<file path="config.mk">
export PLATFORM = sky130hd
export DESIGN_NAME = rv_stage_id
export DESIGN_NICKNAME = d
export VERILOG_FILES = /design/src/rv_id_pkg.sv /design/src/rv_decode_if.sv /design/src/rv_decoder.sv /design/src/rv_id_ex_reg.sv /design/src/rv_regfile.sv /design/src/rv_stage_id.sv
export SDC_FILE = /design/constraint.sdc
export NUM_CORES = 1
export LEC_CHECK = 0
export ABC_AREA = 1
export BUFFER_PORTS_ARGS = -buffer_cell sky130_fd_sc_hd__buf_2
export CELL_PAD_IN_SITES_DETAIL_PLACEMENT = 2
export CELL_PAD_IN_SITES_GLOBAL_PLACEMENT = 2
export CORE_MARGIN = 8
export CORE_UTILIZATION = 35
export CTS_CLUSTER_DIAMETER = 40
export DETAILED_ROUTE_END_ITERATION = 8
export PLACE_DENSITY_LB_ADDON = 0.1
export SLEW_MARGIN = 10
export SYNTH_ARGS = -nofsm -noshare
export SYNTH_HDL_FRONTEND = slang
export SYNTH_HIERARCHICAL = 1
export SYNTH_SLANG_ARGS = --single-unit
</file>
<file path="constraint.sdc">
create_clock -name clk -period 17.8 [get_ports clk]
set_input_delay 1.78 -clock clk [delete_from_list [all_inputs] [get_ports clk]]
set_output_delay 1.78 -clock clk [all_outputs]
set_load 0.05 [all_outputs]
</file>
<file path="src/rv_id_pkg.sv">
`default_nettype none

package rv_id_pkg;

  localparam int NUM_REGS = 32;

  typedef logic [31:0] instr_t;
  typedef logic [4:0] reg_addr_t;

  // RV32I major opcodes handled by the decode stage
  typedef enum logic [6:0] {
    OPC_LOAD   = 7'b0000011,
    OPC_OP_IMM = 7'b0010011,
    OPC_AUIPC  = 7'b0010111,
    OPC_STORE  = 7'b0100011,
    OPC_OP     = 7'b0110011,
    OPC_LUI    = 7'b0110111,
    OPC_BRANCH = 7'b1100011,
    OPC_JALR   = 7'b1100111,
    OPC_JAL    = 7'b1101111
  } opcode_e;

  // ALU operand A source
  typedef enum logic [1:0] {
    ALU_A_RS1  = 2'd0,
    ALU_A_PC   = 2'd1,
    ALU_A_ZERO = 2'd2
  } alu_a_sel_e;

  // Write-back result source
  typedef enum logic [1:0] {
    RES_ALU = 2'd0,
    RES_MEM = 2'd1,
    RES_PC4 = 2'd2
  } res_src_e;

  typedef enum logic [2:0] {
    IMM_I = 3'd0,
    IMM_S = 3'd1,
    IMM_B = 3'd2,
    IMM_U = 3'd3,
    IMM_J = 3'd4
  } imm_fmt_e;

endpackage

`default_nettype wire

</file>
<file path="src/rv_decode_if.sv">
`timescale 1ns/1ps
`default_nettype none

// Decoded control bundle, combinational from decoder to ID/EX register
interface rv_decode_if #(
  parameter int xlen = 32
);
  import rv_id_pkg::*;

  logic            reg_write;
  logic            mem_read;
  logic            mem_write;
  alu_a_sel_e      alu_a_src;
  // High selects the immediate as operand B
  logic            alu_b_src;
  res_src_e        res_src;
  logic            is_branch;
  logic            is_jal;
  logic            is_jalr;
  logic            invalid;
  reg_addr_t       rd;
  logic [2:0]      funct3;
  logic [6:0]      funct7;
  logic [xlen-1:0] imm;

  modport decoder (
    output reg_write, mem_read, mem_write,
    output alu_a_src, alu_b_src, res_src,
    output is_branch, is_jal, is_jalr, invalid,
    output rd, funct3, funct7, imm
  );

  modport pipe (
    input reg_write, mem_read, mem_write,
    input alu_a_src, alu_b_src, res_src,
    input is_branch, is_jal, is_jalr, invalid,
    input rd, funct3, funct7, imm
  );

endinterface

`default_nettype wire

</file>
<file path="src/rv_decoder.sv">
`timescale 1ns/1ps
`default_nettype none

module rv_decoder #(
  parameter int xlen = 32
) (
  input  rv_id_pkg::instr_t    instr,
  rv_decode_if.decoder         dec,
  output rv_id_pkg::reg_addr_t rs1,
  output rv_id_pkg::reg_addr_t rs2,
  output logic                 rs1_used,
  output logic                 rs2_used
);
  import rv_id_pkg::*;

  imm_fmt_e    imm_fmt;
  logic [31:0] imm_raw;

  // Fixed RV32I field positions
  assign rs1        = instr[19:15];
  assign rs2        = instr[24:20];
  assign dec.rd     = instr[11:7];
  assign dec.funct3 = instr[14:12];
  assign dec.funct7 = instr[31:25];

  always_comb begin
    dec.reg_write = 1'b0;
    dec.mem_read  = 1'b0;
    dec.mem_write = 1'b0;
    dec.alu_a_src = ALU_A_RS1;
    dec.alu_b_src = 1'b0;
    dec.res_src   = RES_ALU;
    dec.is_branch = 1'b0;
    dec.is_jal    = 1'b0;
    dec.is_jalr   = 1'b0;
    dec.invalid   = 1'b0;
    rs1_used      = 1'b0;
    rs2_used      = 1'b0;
    imm_fmt       = IMM_I;

    case (instr[6:0])
      OPC_OP: begin
        dec.reg_write = 1'b1;
        rs1_used      = 1'b1;
        rs2_used      = 1'b1;
      end
      OPC_OP_IMM: begin
        dec.reg_write = 1'b1;
        dec.alu_b_src = 1'b1;
        rs1_used      = 1'b1;
      end
      OPC_LOAD: begin
        dec.reg_write = 1'b1;
        dec.mem_read  = 1'b1;
        dec.alu_b_src = 1'b1;
        dec.res_src   = RES_MEM;
        rs1_used      = 1'b1;
      end
      OPC_STORE: begin
        dec.mem_write = 1'b1;
        dec.alu_b_src = 1'b1;
        rs1_used      = 1'b1;
        rs2_used      = 1'b1;
        imm_fmt       = IMM_S;
      end
      OPC_BRANCH: begin
        dec.is_branch = 1'b1;
        rs1_used      = 1'b1;
        rs2_used      = 1'b1;
        imm_fmt       = IMM_B;
      end
      OPC_JAL: begin
        dec.reg_write = 1'b1;
        dec.res_src   = RES_PC4;
        dec.is_jal    = 1'b1;
        imm_fmt       = IMM_J;
      end
      OPC_JALR: begin
        dec.reg_write = 1'b1;
        dec.res_src   = RES_PC4;
        dec.is_jalr   = 1'b1;
        rs1_used      = 1'b1;
      end
      OPC_LUI, OPC_AUIPC: begin
        dec.reg_write = 1'b1;
        dec.alu_a_src = (instr[6:0] == OPC_LUI) ? ALU_A_ZERO : ALU_A_PC;
        dec.alu_b_src = 1'b1;
        imm_fmt       = IMM_U;
      end
      // Illegal instruction, all enables stay low
      default: dec.invalid = 1'b1;
    endcase
  end

  always_comb begin
    case (imm_fmt)
      IMM_S:   imm_raw = {{20{instr[31]}}, instr[31:25], instr[11:7]};
      IMM_B:   imm_raw = {{19{instr[31]}}, instr[31], instr[7], instr[30:25], instr[11:8], 1'b0};
      IMM_U:   imm_raw = {instr[31:12], 12'b0};
      IMM_J:   imm_raw = {{11{instr[31]}}, instr[31], instr[19:12], instr[20], instr[30:21], 1'b0};
      default: imm_raw = {{20{instr[31]}}, instr[31:20]};
    endcase
  end

  // Every format keeps its sign in bit 31, widen from there
  assign dec.imm = xlen'($signed(imm_raw));

endmodule

`default_nettype wire

</file>
<file path="src/rv_id_ex_reg.sv">
`timescale 1ns/1ps
`default_nettype none

module rv_id_ex_reg #(
  parameter int xlen = 32
) (
  input  logic                  clk,
  input  logic                  rst_n,
  rv_decode_if.pipe             dec,
  input  logic [xlen-1:0]       rs1_data,
  input  logic [xlen-1:0]       rs2_data,
  input  logic [xlen-1:0]       pc,
  input  logic                  s_valid,
  output logic                  s_ready,
  input  logic                  m_ready,
  output logic                  m_valid,
  input  logic                  data_hazard_id,
  input  logic                  id_ex_flush,
  output logic                  reg_write_ex,
  output logic                  mem_read_ex,
  output logic                  mem_write_ex,
  output rv_id_pkg::alu_a_sel_e alu_a_src_ex,
  output logic                  alu_b_src_ex,
  output rv_id_pkg::res_src_e   res_src_ex,
  output logic                  is_branch_ex,
  output logic                  is_jal_ex,
  output logic                  is_jalr_ex,
  output logic                  trap_ex,
  output rv_id_pkg::reg_addr_t  rd_ex,
  output logic [2:0]            funct3_ex,
  output logic [6:0]            funct7_ex,
  output logic [xlen-1:0]       rs1_data_ex,
  output logic [xlen-1:0]       rs2_data_ex,
  output logic [xlen-1:0]       imm_ex,
  output logic [xlen-1:0]       pc_ex
);

  logic advance;
  logic accept;

  // A hazard holds the dependent instruction upstream
  assign s_ready = m_ready && !data_hazard_id;
  assign advance = !m_valid || m_ready;
  // Only a completed upstream handshake is captured, so nothing is taken twice
  assign accept  = s_valid && s_ready;

  // Enables of an empty slot stay low, bubbles and flushes included
  always_ff @(posedge clk) begin
    if (!rst_n || id_ex_flush) begin
      m_valid      <= 1'b0;
      reg_write_ex <= 1'b0;
      mem_read_ex  <= 1'b0;
      mem_write_ex <= 1'b0;
      is_branch_ex <= 1'b0;
      is_jal_ex    <= 1'b0;
      is_jalr_ex   <= 1'b0;
      trap_ex      <= 1'b0;
    end else if (advance) begin
      m_valid      <= accept;
      reg_write_ex <= accept && dec.reg_write;
      mem_read_ex  <= accept && dec.mem_read;
      mem_write_ex <= accept && dec.mem_write;
      is_branch_ex <= accept && dec.is_branch;
      is_jal_ex    <= accept && dec.is_jal;
      is_jalr_ex   <= accept && dec.is_jalr;
      trap_ex      <= accept && dec.invalid;
    end
  end

  always_ff @(posedge clk) begin
    if (accept && !id_ex_flush) begin
      alu_a_src_ex <= dec.alu_a_src;
      alu_b_src_ex <= dec.alu_b_src;
      res_src_ex   <= dec.res_src;
      rd_ex        <= dec.rd;
      funct3_ex    <= dec.funct3;
      funct7_ex    <= dec.funct7;
      rs1_data_ex  <= rs1_data;
      rs2_data_ex  <= rs2_data;
      imm_ex       <= dec.imm;
      pc_ex        <= pc;
    end
  end

endmodule

`default_nettype wire

</file>
<file path="src/rv_regfile.sv">
`timescale 1ns/1ps
`default_nettype none

module rv_regfile #(
  parameter int xlen = 32
) (
  input  logic                 clk,
  input  rv_id_pkg::reg_addr_t rs1_addr,
  input  rv_id_pkg::reg_addr_t rs2_addr,
  input  logic                 rd_en,
  input  rv_id_pkg::reg_addr_t rd_addr,
  input  logic [xlen-1:0]      rd_data,
  output logic [xlen-1:0]      rs1_data,
  output logic [xlen-1:0]      rs2_data
);
  import rv_id_pkg::*;

  logic [xlen-1:0] regs[NUM_REGS];

  // x0 reads zero, a write-back to the same register in this cycle is forwarded
  function automatic logic [xlen-1:0] read_port(reg_addr_t addr);
    logic [xlen-1:0] value;
    if (addr == '0) begin
      value = '0;
    end else if (rd_en && rd_addr == addr) begin
      value = rd_data;
    end else begin
      value = regs[addr];
    end
    return value;
  endfunction

  always_comb begin
    rs1_data = read_port(rs1_addr);
    rs2_data = read_port(rs2_addr);
  end

  always_ff @(posedge clk) begin
    if (rd_en && rd_addr != '0) begin
      regs[rd_addr] <= rd_data;
    end
  end

endmodule

`default_nettype wire

</file>
<file path="src/rv_stage_id.sv">
`timescale 1ns/1ps
`default_nettype none

module rv_stage_id #(
  parameter int xlen = 32
) (
  input  logic                  clk,
  input  logic                  rst_n,
  input  logic                  data_hazard_id,
  input  logic                  id_ex_flush,
  input  logic                  s_valid,
  output logic                  s_ready,
  input  rv_id_pkg::instr_t     instr_id,
  input  logic [xlen-1:0]       pc_id,
  input  logic                  reg_write_wb,
  input  rv_id_pkg::reg_addr_t  rd_wb,
  input  logic [xlen-1:0]       rd_data_wb,
  output logic                  m_valid,
  input  logic                  m_ready,
  output logic                  reg_write_ex,
  output logic                  mem_read_ex,
  output logic                  mem_write_ex,
  output rv_id_pkg::alu_a_sel_e alu_a_src_ex,
  output logic                  alu_b_src_ex,
  output rv_id_pkg::res_src_e   res_src_ex,
  output logic                  is_branch_ex,
  output logic                  is_jal_ex,
  output logic                  is_jalr_ex,
  output logic                  trap_ex,
  output rv_id_pkg::reg_addr_t  rd_ex,
  output logic [2:0]            funct3_ex,
  output logic [6:0]            funct7_ex,
  output logic [xlen-1:0]       rs1_data_ex,
  output logic [xlen-1:0]       rs2_data_ex,
  output logic [xlen-1:0]       imm_ex,
  output logic [xlen-1:0]       pc_ex,
  // To the hazard unit
  output rv_id_pkg::reg_addr_t  rs1_id,
  output rv_id_pkg::reg_addr_t  rs2_id,
  output logic                  rs1_used_id,
  output logic                  rs2_used_id
);

  logic [xlen-1:0] rs1_data_id;
  logic [xlen-1:0] rs2_data_id;

  rv_decode_if #(.xlen(xlen)) dec_bus ();

  rv_decoder #(.xlen(xlen)) decoder (
    .instr    (instr_id),
    .dec      (dec_bus.decoder),
    .rs1      (rs1_id),
    .rs2      (rs2_id),
    .rs1_used (rs1_used_id),
    .rs2_used (rs2_used_id)
  );

  rv_regfile #(.xlen(xlen)) regfile (
    .clk      (clk),
    .rs1_addr (rs1_id),
    .rs2_addr (rs2_id),
    .rd_en    (reg_write_wb),
    .rd_addr  (rd_wb),
    .rd_data  (rd_data_wb),
    .rs1_data (rs1_data_id),
    .rs2_data (rs2_data_id)
  );

  rv_id_ex_reg #(.xlen(xlen)) id_ex (
    .clk, .rst_n,
    .dec      (dec_bus.pipe),
    .rs1_data (rs1_data_id),
    .rs2_data (rs2_data_id),
    .pc       (pc_id),
    .s_valid, .s_ready, .m_ready, .m_valid,
    .data_hazard_id, .id_ex_flush,
    .reg_write_ex, .mem_read_ex, .mem_write_ex,
    .alu_a_src_ex, .alu_b_src_ex, .res_src_ex,
    .is_branch_ex, .is_jal_ex, .is_jalr_ex, .trap_ex,
    .rd_ex, .funct3_ex, .funct7_ex,
    .rs1_data_ex, .rs2_data_ex, .imm_ex, .pc_ex
  );

endmodule

`default_nettype wire

</file>
Word-level counts from Yosys, hierarchy flattened --
Memories as Yosys holds them, arrays and structs flattened. A register that Yosys moved wholly into a read port is not among the register bits. Cells that the tools add are included.
Cells by class: equality and inequality tests 13, multiplexer cells 16, reduce and logical (&&, ||, !) cells 27
Operators by type and width (number):
- 31-bit one-hot mux with 4 select lines | 1
- 7-bit by 6-bit == test with 1-bit output, second input constant | 3
- 7-bit == test, second input constant | 3
- 7-bit by 5-bit == test with 1-bit output, second input constant | 2
- 1-bit two-way mux | 12
- 3-bit one-hot mux with 4 select lines | 1
- 1-bit logical AND | 11
- 5-bit zero test | 2
- 9-bit OR reduction | 1
- 7-bit by 2-bit == test with 1-bit output, second input constant | 1
- 7-bit OR reduction | 1
- 3-bit by 2-bit == test with 1-bit output, second input constant | 2
- 6-bit OR reduction | 1
- 5-bit nonzero test | 1
- 5-bit OR reduction | 1
- 1-bit zero test | 4
- 2-bit one-hot mux with 2 select lines | 1
- 2-bit OR reduction | 2
- 3-bit by 1-bit == test with 1-bit output, second input constant | 1
- 3-bit == test, second input constant | 1
- 3-bit OR reduction | 1
- 1-bit logical OR | 2
- 2-bit two-way mux | 1
Storage, ports and cells: RAM bits 1024, bits in registers 92, output and inout bits 169, memories 1, input port bits 108
Memory list:
- regfile.regs | depth 32, width 32, rd ports 2, clocked after memory_dff 2, wr ports 1, line rv_regfile.sv:18 | logic [xlen-1:0] regs[NUM_REGS];

Logic depth before layout (Yosys ltp) --
word-level depth 5, mapped depth 14

Modules after synthesis --
The synthesis kept the hierarchy.
Modules (own cells, without submodules):
- rv_regfile | cells an instance 6078, times used 1, sequential area each 30749.5 sq um, area each 53442.5 sq um
- rv_id_ex_reg | cells an instance 189, times used 1, sequential area each 4604.4 sq um, area each 4807.1 sq um
- rv_decoder | cells an instance 160, times used 1, sequential area each 0.0 sq um, area each 859.6 sq um

Worst setup path before layout --
OpenSTA, ideal clock, no wires.
path kind input to register, from in m_ready, to reg id_ex.alu_a_src_ex[0], enable pin, setup slack 8760 ps, path buffers 1, data arrival time 8383 ps, cell stages on the path 5, required time 17143 ps, path through buf_6 > inv_8 > nor2_8 > nand2_2 > nor2_1
On the way: longest elaborated chain between the ends 3
Ends and longest elaborated chain:
- from (decl) | line rv_stage_id.sv:19 | input logic m_ready,
- 1-bit logical AND | line rv_id_ex_reg.sv:42 | assign s_ready = m_ready && !data_hazard_id;
- named net s_ready | line rv_stage_id.sv:12 | output logic s_ready,
- 1-bit logical AND | line rv_id_ex_reg.sv:45 | assign accept = s_valid && s_ready;
- 1-bit logical AND | line rv_id_ex_reg.sv:71 | if (accept && !id_ex_flush) begin
- to (signal assigned) | line rv_id_ex_reg.sv:72 | alu_a_src_ex <= dec.alu_a_src;
- to (decl) | line rv_id_ex_reg.sv:22 | output rv_id_pkg::alu_a_sel_e alu_a_src_ex,
The timed path passes the listed nets, and every way through them passes these cells. A chain may end at the register's enable or synchronous reset.

Final worst setup path --
from in instr_id[17], to out rs1_id[2]
RTL lines:
- from (decl) | line rv_stage_id.sv:13 | input rv_id_pkg::instr_t instr_id,
- to (decl) | line rv_stage_id.sv:38 | output rv_id_pkg::reg_addr_t rs1_id,
No word-level cell between the ends.

==> results by stage <==
Routing:
- The iteration count of the initial detailed-routing pass is 6.
- The routed length per instance is 29.98 um.
- The DRC violation total after the first TritonRoute iteration is 3941.
- In the routed layout, each cell is associated on average with a via count of 5.670.
- In the routed design, unresolved DRC markers number 0.
- For this block, the via count after detailed routing is 51140.
- The remaining number of nets flagged by the antenna check after routing is 0.
- The routed design has 270400 um of wire.

Power:
- The fraction of power spent switching nets is 25.66%.
- The sequential cell fraction of total power is 37.3%.
- The largest vdd supply drop is 0.1016 mV.
- For this design the static power due to leakage is 0.02784 uW.
- The analysis attributes to net switching a power of 2152 uW.
- The part of the power in combinational logic is 8.1%.
- The power density of the placed cells is 119.2 nW/um^2.
- After layout, the design draws a total of 8385 uW.
- The clock network accounts for 54.6% of the total power.
- The total internal power is 6233 uW.

Floorplan:
- The floorplan step defined a die boundary enclosing 182300 um^2.
- The cell row count is 151.
- The total area inside the core boundary comes to 168500 um^2.
- The die is 427.0 um wide.
- The floorplan step set the die height to 427.0 um.
- The number of primary I/O pins is 277.
- The initial cell density of the core is 35.07%.

Global routing:
- The global routing met2 resource utilization is 49.53%.
- The number of global-route vias before repair is 54720.
- The initial antenna violation count is 10.
- The largest net degree at the start of global routing is 174.
- In the global route stage, met1 resource usage came out at 36.88%.
- For met3 alone, demand over resource in global routing was 3.898%.
- Global routing used 28.87% of the available tracks across all layers.
- The wire length of the first global-routing pass is 385800 um.
- The total global routing overflow is 0.
- In this run the most used layer during global routing was met2.

Clocking:
- The largest buffer count on any clock path is 3.
- The buffers inserted during post-CTS setup optimization is 0.
- The clock latency on the worst-skew pair is 0.87 ns.
- The root buffer cell chosen for the clock tree is clkbuf_16.
- Gates resized during post-CTS repair numbered 0.
- The H-tree was split into 4 levels.
- The number of clock buffers added by TritonCTS is 233.
- The number of hold-repair buffers added at the cts stage is 0.
- After clock tree synthesis, the clock-pin slew on the worst setup and hold paths is 0.05 ns.
- The number of clock sinks is 1180.
- TritonCTS built the clock tree.

Worst setup path:
- Along the worst path, the maximum fanout reaches 30.
- The endpoint kind of the worst setup timing path is a primary output.
- The peak per-stage delay on the critical path is 0.69 ns.
- Among the stages of the critical path, the cell type that occurs most often is buf_4.
- The critical path contains buffers and inverters numbering 3 combined.
- The arrival time of the worst setup path is 3.52 ns.
- The critical setup path kind is in2out.
- The cell with the largest stage delay on the worst path is buf_4.
- The type of element launching the critical path is an input pin.
- The critical path goes through buf_4, buf_4, buf_2.
- The required time at the endpoint of the critical path is 16.02 ns.
- The family with the most delay on the worst path is buffers and inverters.

Synthesis:
- The post-synthesis sequential element count is 1180.
- The mapped netlist covers 59110 um^2.
- Synthesis produced 6427 cells.
- Dividing the synthesized area by the synthesized cell count gives 9.197 um^2.
- The number of distinct library cells after synthesis is 38.
- Summing the sequential cell areas from Yosys gives 59.81% of the chip area.
- The warning count from the yosys run is 6.

STA:
- The number of pins with negative max-slew slack in the final report is 0.
- Setup repair after global routing left no endpoint under its margin.
- The headroom to the max-slew limit is 16.02%.
- Across the routed clock network, the largest skew measured is 0.04492 ns.
- The number of failing hold endpoints at the final stage is 0.
- The final-report setup violation count is 0.
- Dividing the final minimum period by the clock period gives 29.76%.
- For the pin with the worst max-slew slack, the measured transition is 1.260 ns.
- The shortest clock period the worst path allows after layout is 5.297 ns.
- The final sum of negative setup slack is 0 ns.
- For this run, the top clock speed supported by timing is 188.8 MHz.

Cells and area:
- At the end of the flow the core is filled with cells to 41.75%.
- In the layout the commonest cells are nand2_1, edfxtp_1, nand3_1.
- The total of fill cells in the finished design is 18120.
- After the last flow step, the layout net total stands at 6704.
- The most common cell after layout, fill and taps aside is nand2_1.
- The layout-stage area growth over the synthesis result is 19.03%.
- Of the cells placed in the final design, the portion with a size suffix greater than 1 is 13.18%.

Min path:
- In this run the worst hold path is classified as reg2reg.

Placed design:
- The number of I/O port buffers is 276.
- Summed over all nets, the half-perimeter wirelength after detailed placement is 147400 um.
- The congestion estimate from routability-driven global placement came to 0.7719.

Outcome:
- The run finished with clean final reports.

Job:
- The max capacitance violation total is 0.
-- power groups by stage --
stage               clock [uW]  sequential, uW  combinational [uW]
detailed placement           0            3180                 669
global placement             0            3180                 655
floorplan                    0            3210                 367
global route              4770            3130                 725
finish                    4580            3130                 675
CTS                       4650            3130                 676
-- worst register-to-register path: stages (launching register included) --
cell	delay, ns
edfxtp_1	0.39
or2_2	0.31
nand3_1	0.09
nand3_1	0.10
nand3_1	0.12
nand3_1	0.08
nand2_1	0.24
a21oi_1	0.13
-- cells by family after synthesis --
family	share of synthesized area [%]
and+or+nand+nor	22.64
DFF	59.81
buffers and inverters	8.046
AOI/OAI and AO/OA	9.464
xor gates and xnor gates	0.02964
other	0.006344
-- metal layers --
| layer | share of wire, % | wire, um | up-vias |
|---|---|---|---|
| met5 | 0.010 | 27 | - |
| met4 | 4.2 | 11420 | 6 |
| met3 | 4.4 | 12030 | 545 |
| met2 | 49 | 131400 | 1427 |
| met1 | 43 | 115600 | 26940 |
| li1 | - | - | 22220 |
-- path summary, 6_finish.rpt --
| check | slack, ns | endpoint | cells after the start | start |
|---|---|---|---|---|
| max reg2reg | 16.05 | id_ex/rs2_data_ex[25] | 7 | regfile/regs[24][25] |
| min reg2reg | 0.48 | id_ex/mem_read_ex | 2 | id_ex/mem_read_ex |
| min | 0.48 | id_ex/mem_read_ex | 2 | id_ex/mem_read_ex |
| max | 12.50 | rs1_id[2] | 3 | instr_id[17] |
-- flip-flops by register name, indices dropped and copies added, names as in the netlist, 3 cells and up --
name	cells
regfile/regs	1024
id_ex/imm_ex	32
id_ex/pc_ex	32
id_ex/rs1_data_ex	32
id_ex/rs2_data_ex	32
id_ex/funct7_ex	7
id_ex/rd_ex	5
id_ex/funct3_ex	3
-- cell type report --
| class | count | area [um^2] | area share (%) |
|---|---|---|---|
| diodes | 3 | 7.507 | 0.01067 |
| clock buffers | 257 | 5942 | 8.446 |
| clock inverters | 181 | 2222 | 3.158 |
| inverters | 625 | 2389 | 3.395 |
| multi-input cells | 4178 | 19400 | 27.58 |
| flip-flops and latches | 1180 | 35350 | 50.25 |
| well taps | 2218 | 2775 | 3.944 |
| repair buffers | 378 | 2265 | 3.219 |
-- Yosys cell counts, drive strengths merged --
library cell	number	area, um^2
or2	67	419.2
a21o	1	8.760
nor2	418	1598
nand4	14	93.84
nand3	970	4870
edfxtp	1172	35190
buf	334	1863
o22ai	5	31.28
a21boi	1	7.510
o21ai	443	2217
nor3	2	15.01
conb	1	3.750
inv	625	2361
a21oi	276	1385
xor2	2	17.52
dfxtp	8	160.2
o211ai	259	1944
nand2	1688	6389
clkbuf	141	531.8
-- stage by stage --
stage / std cells / setup slack [ns] / instance area [um^2] / hold slack, ns
CTS: 9017 / 12.51 / 70350 / 0.4802
global placement: 8579 / 12.38 / 62180 / 0.4722
global route: 9018 / 12.52 / 70350 / 0.5009
floorplan: 6458 / 8.760 / 59230 / 0.7106
finish: 9020 / 12.50 / 70360 / 0.4781
detailed placement: 8579 / 12.34 / 62180 / 0.4722
Note: power is estimated with default switching activity, not from simulation.
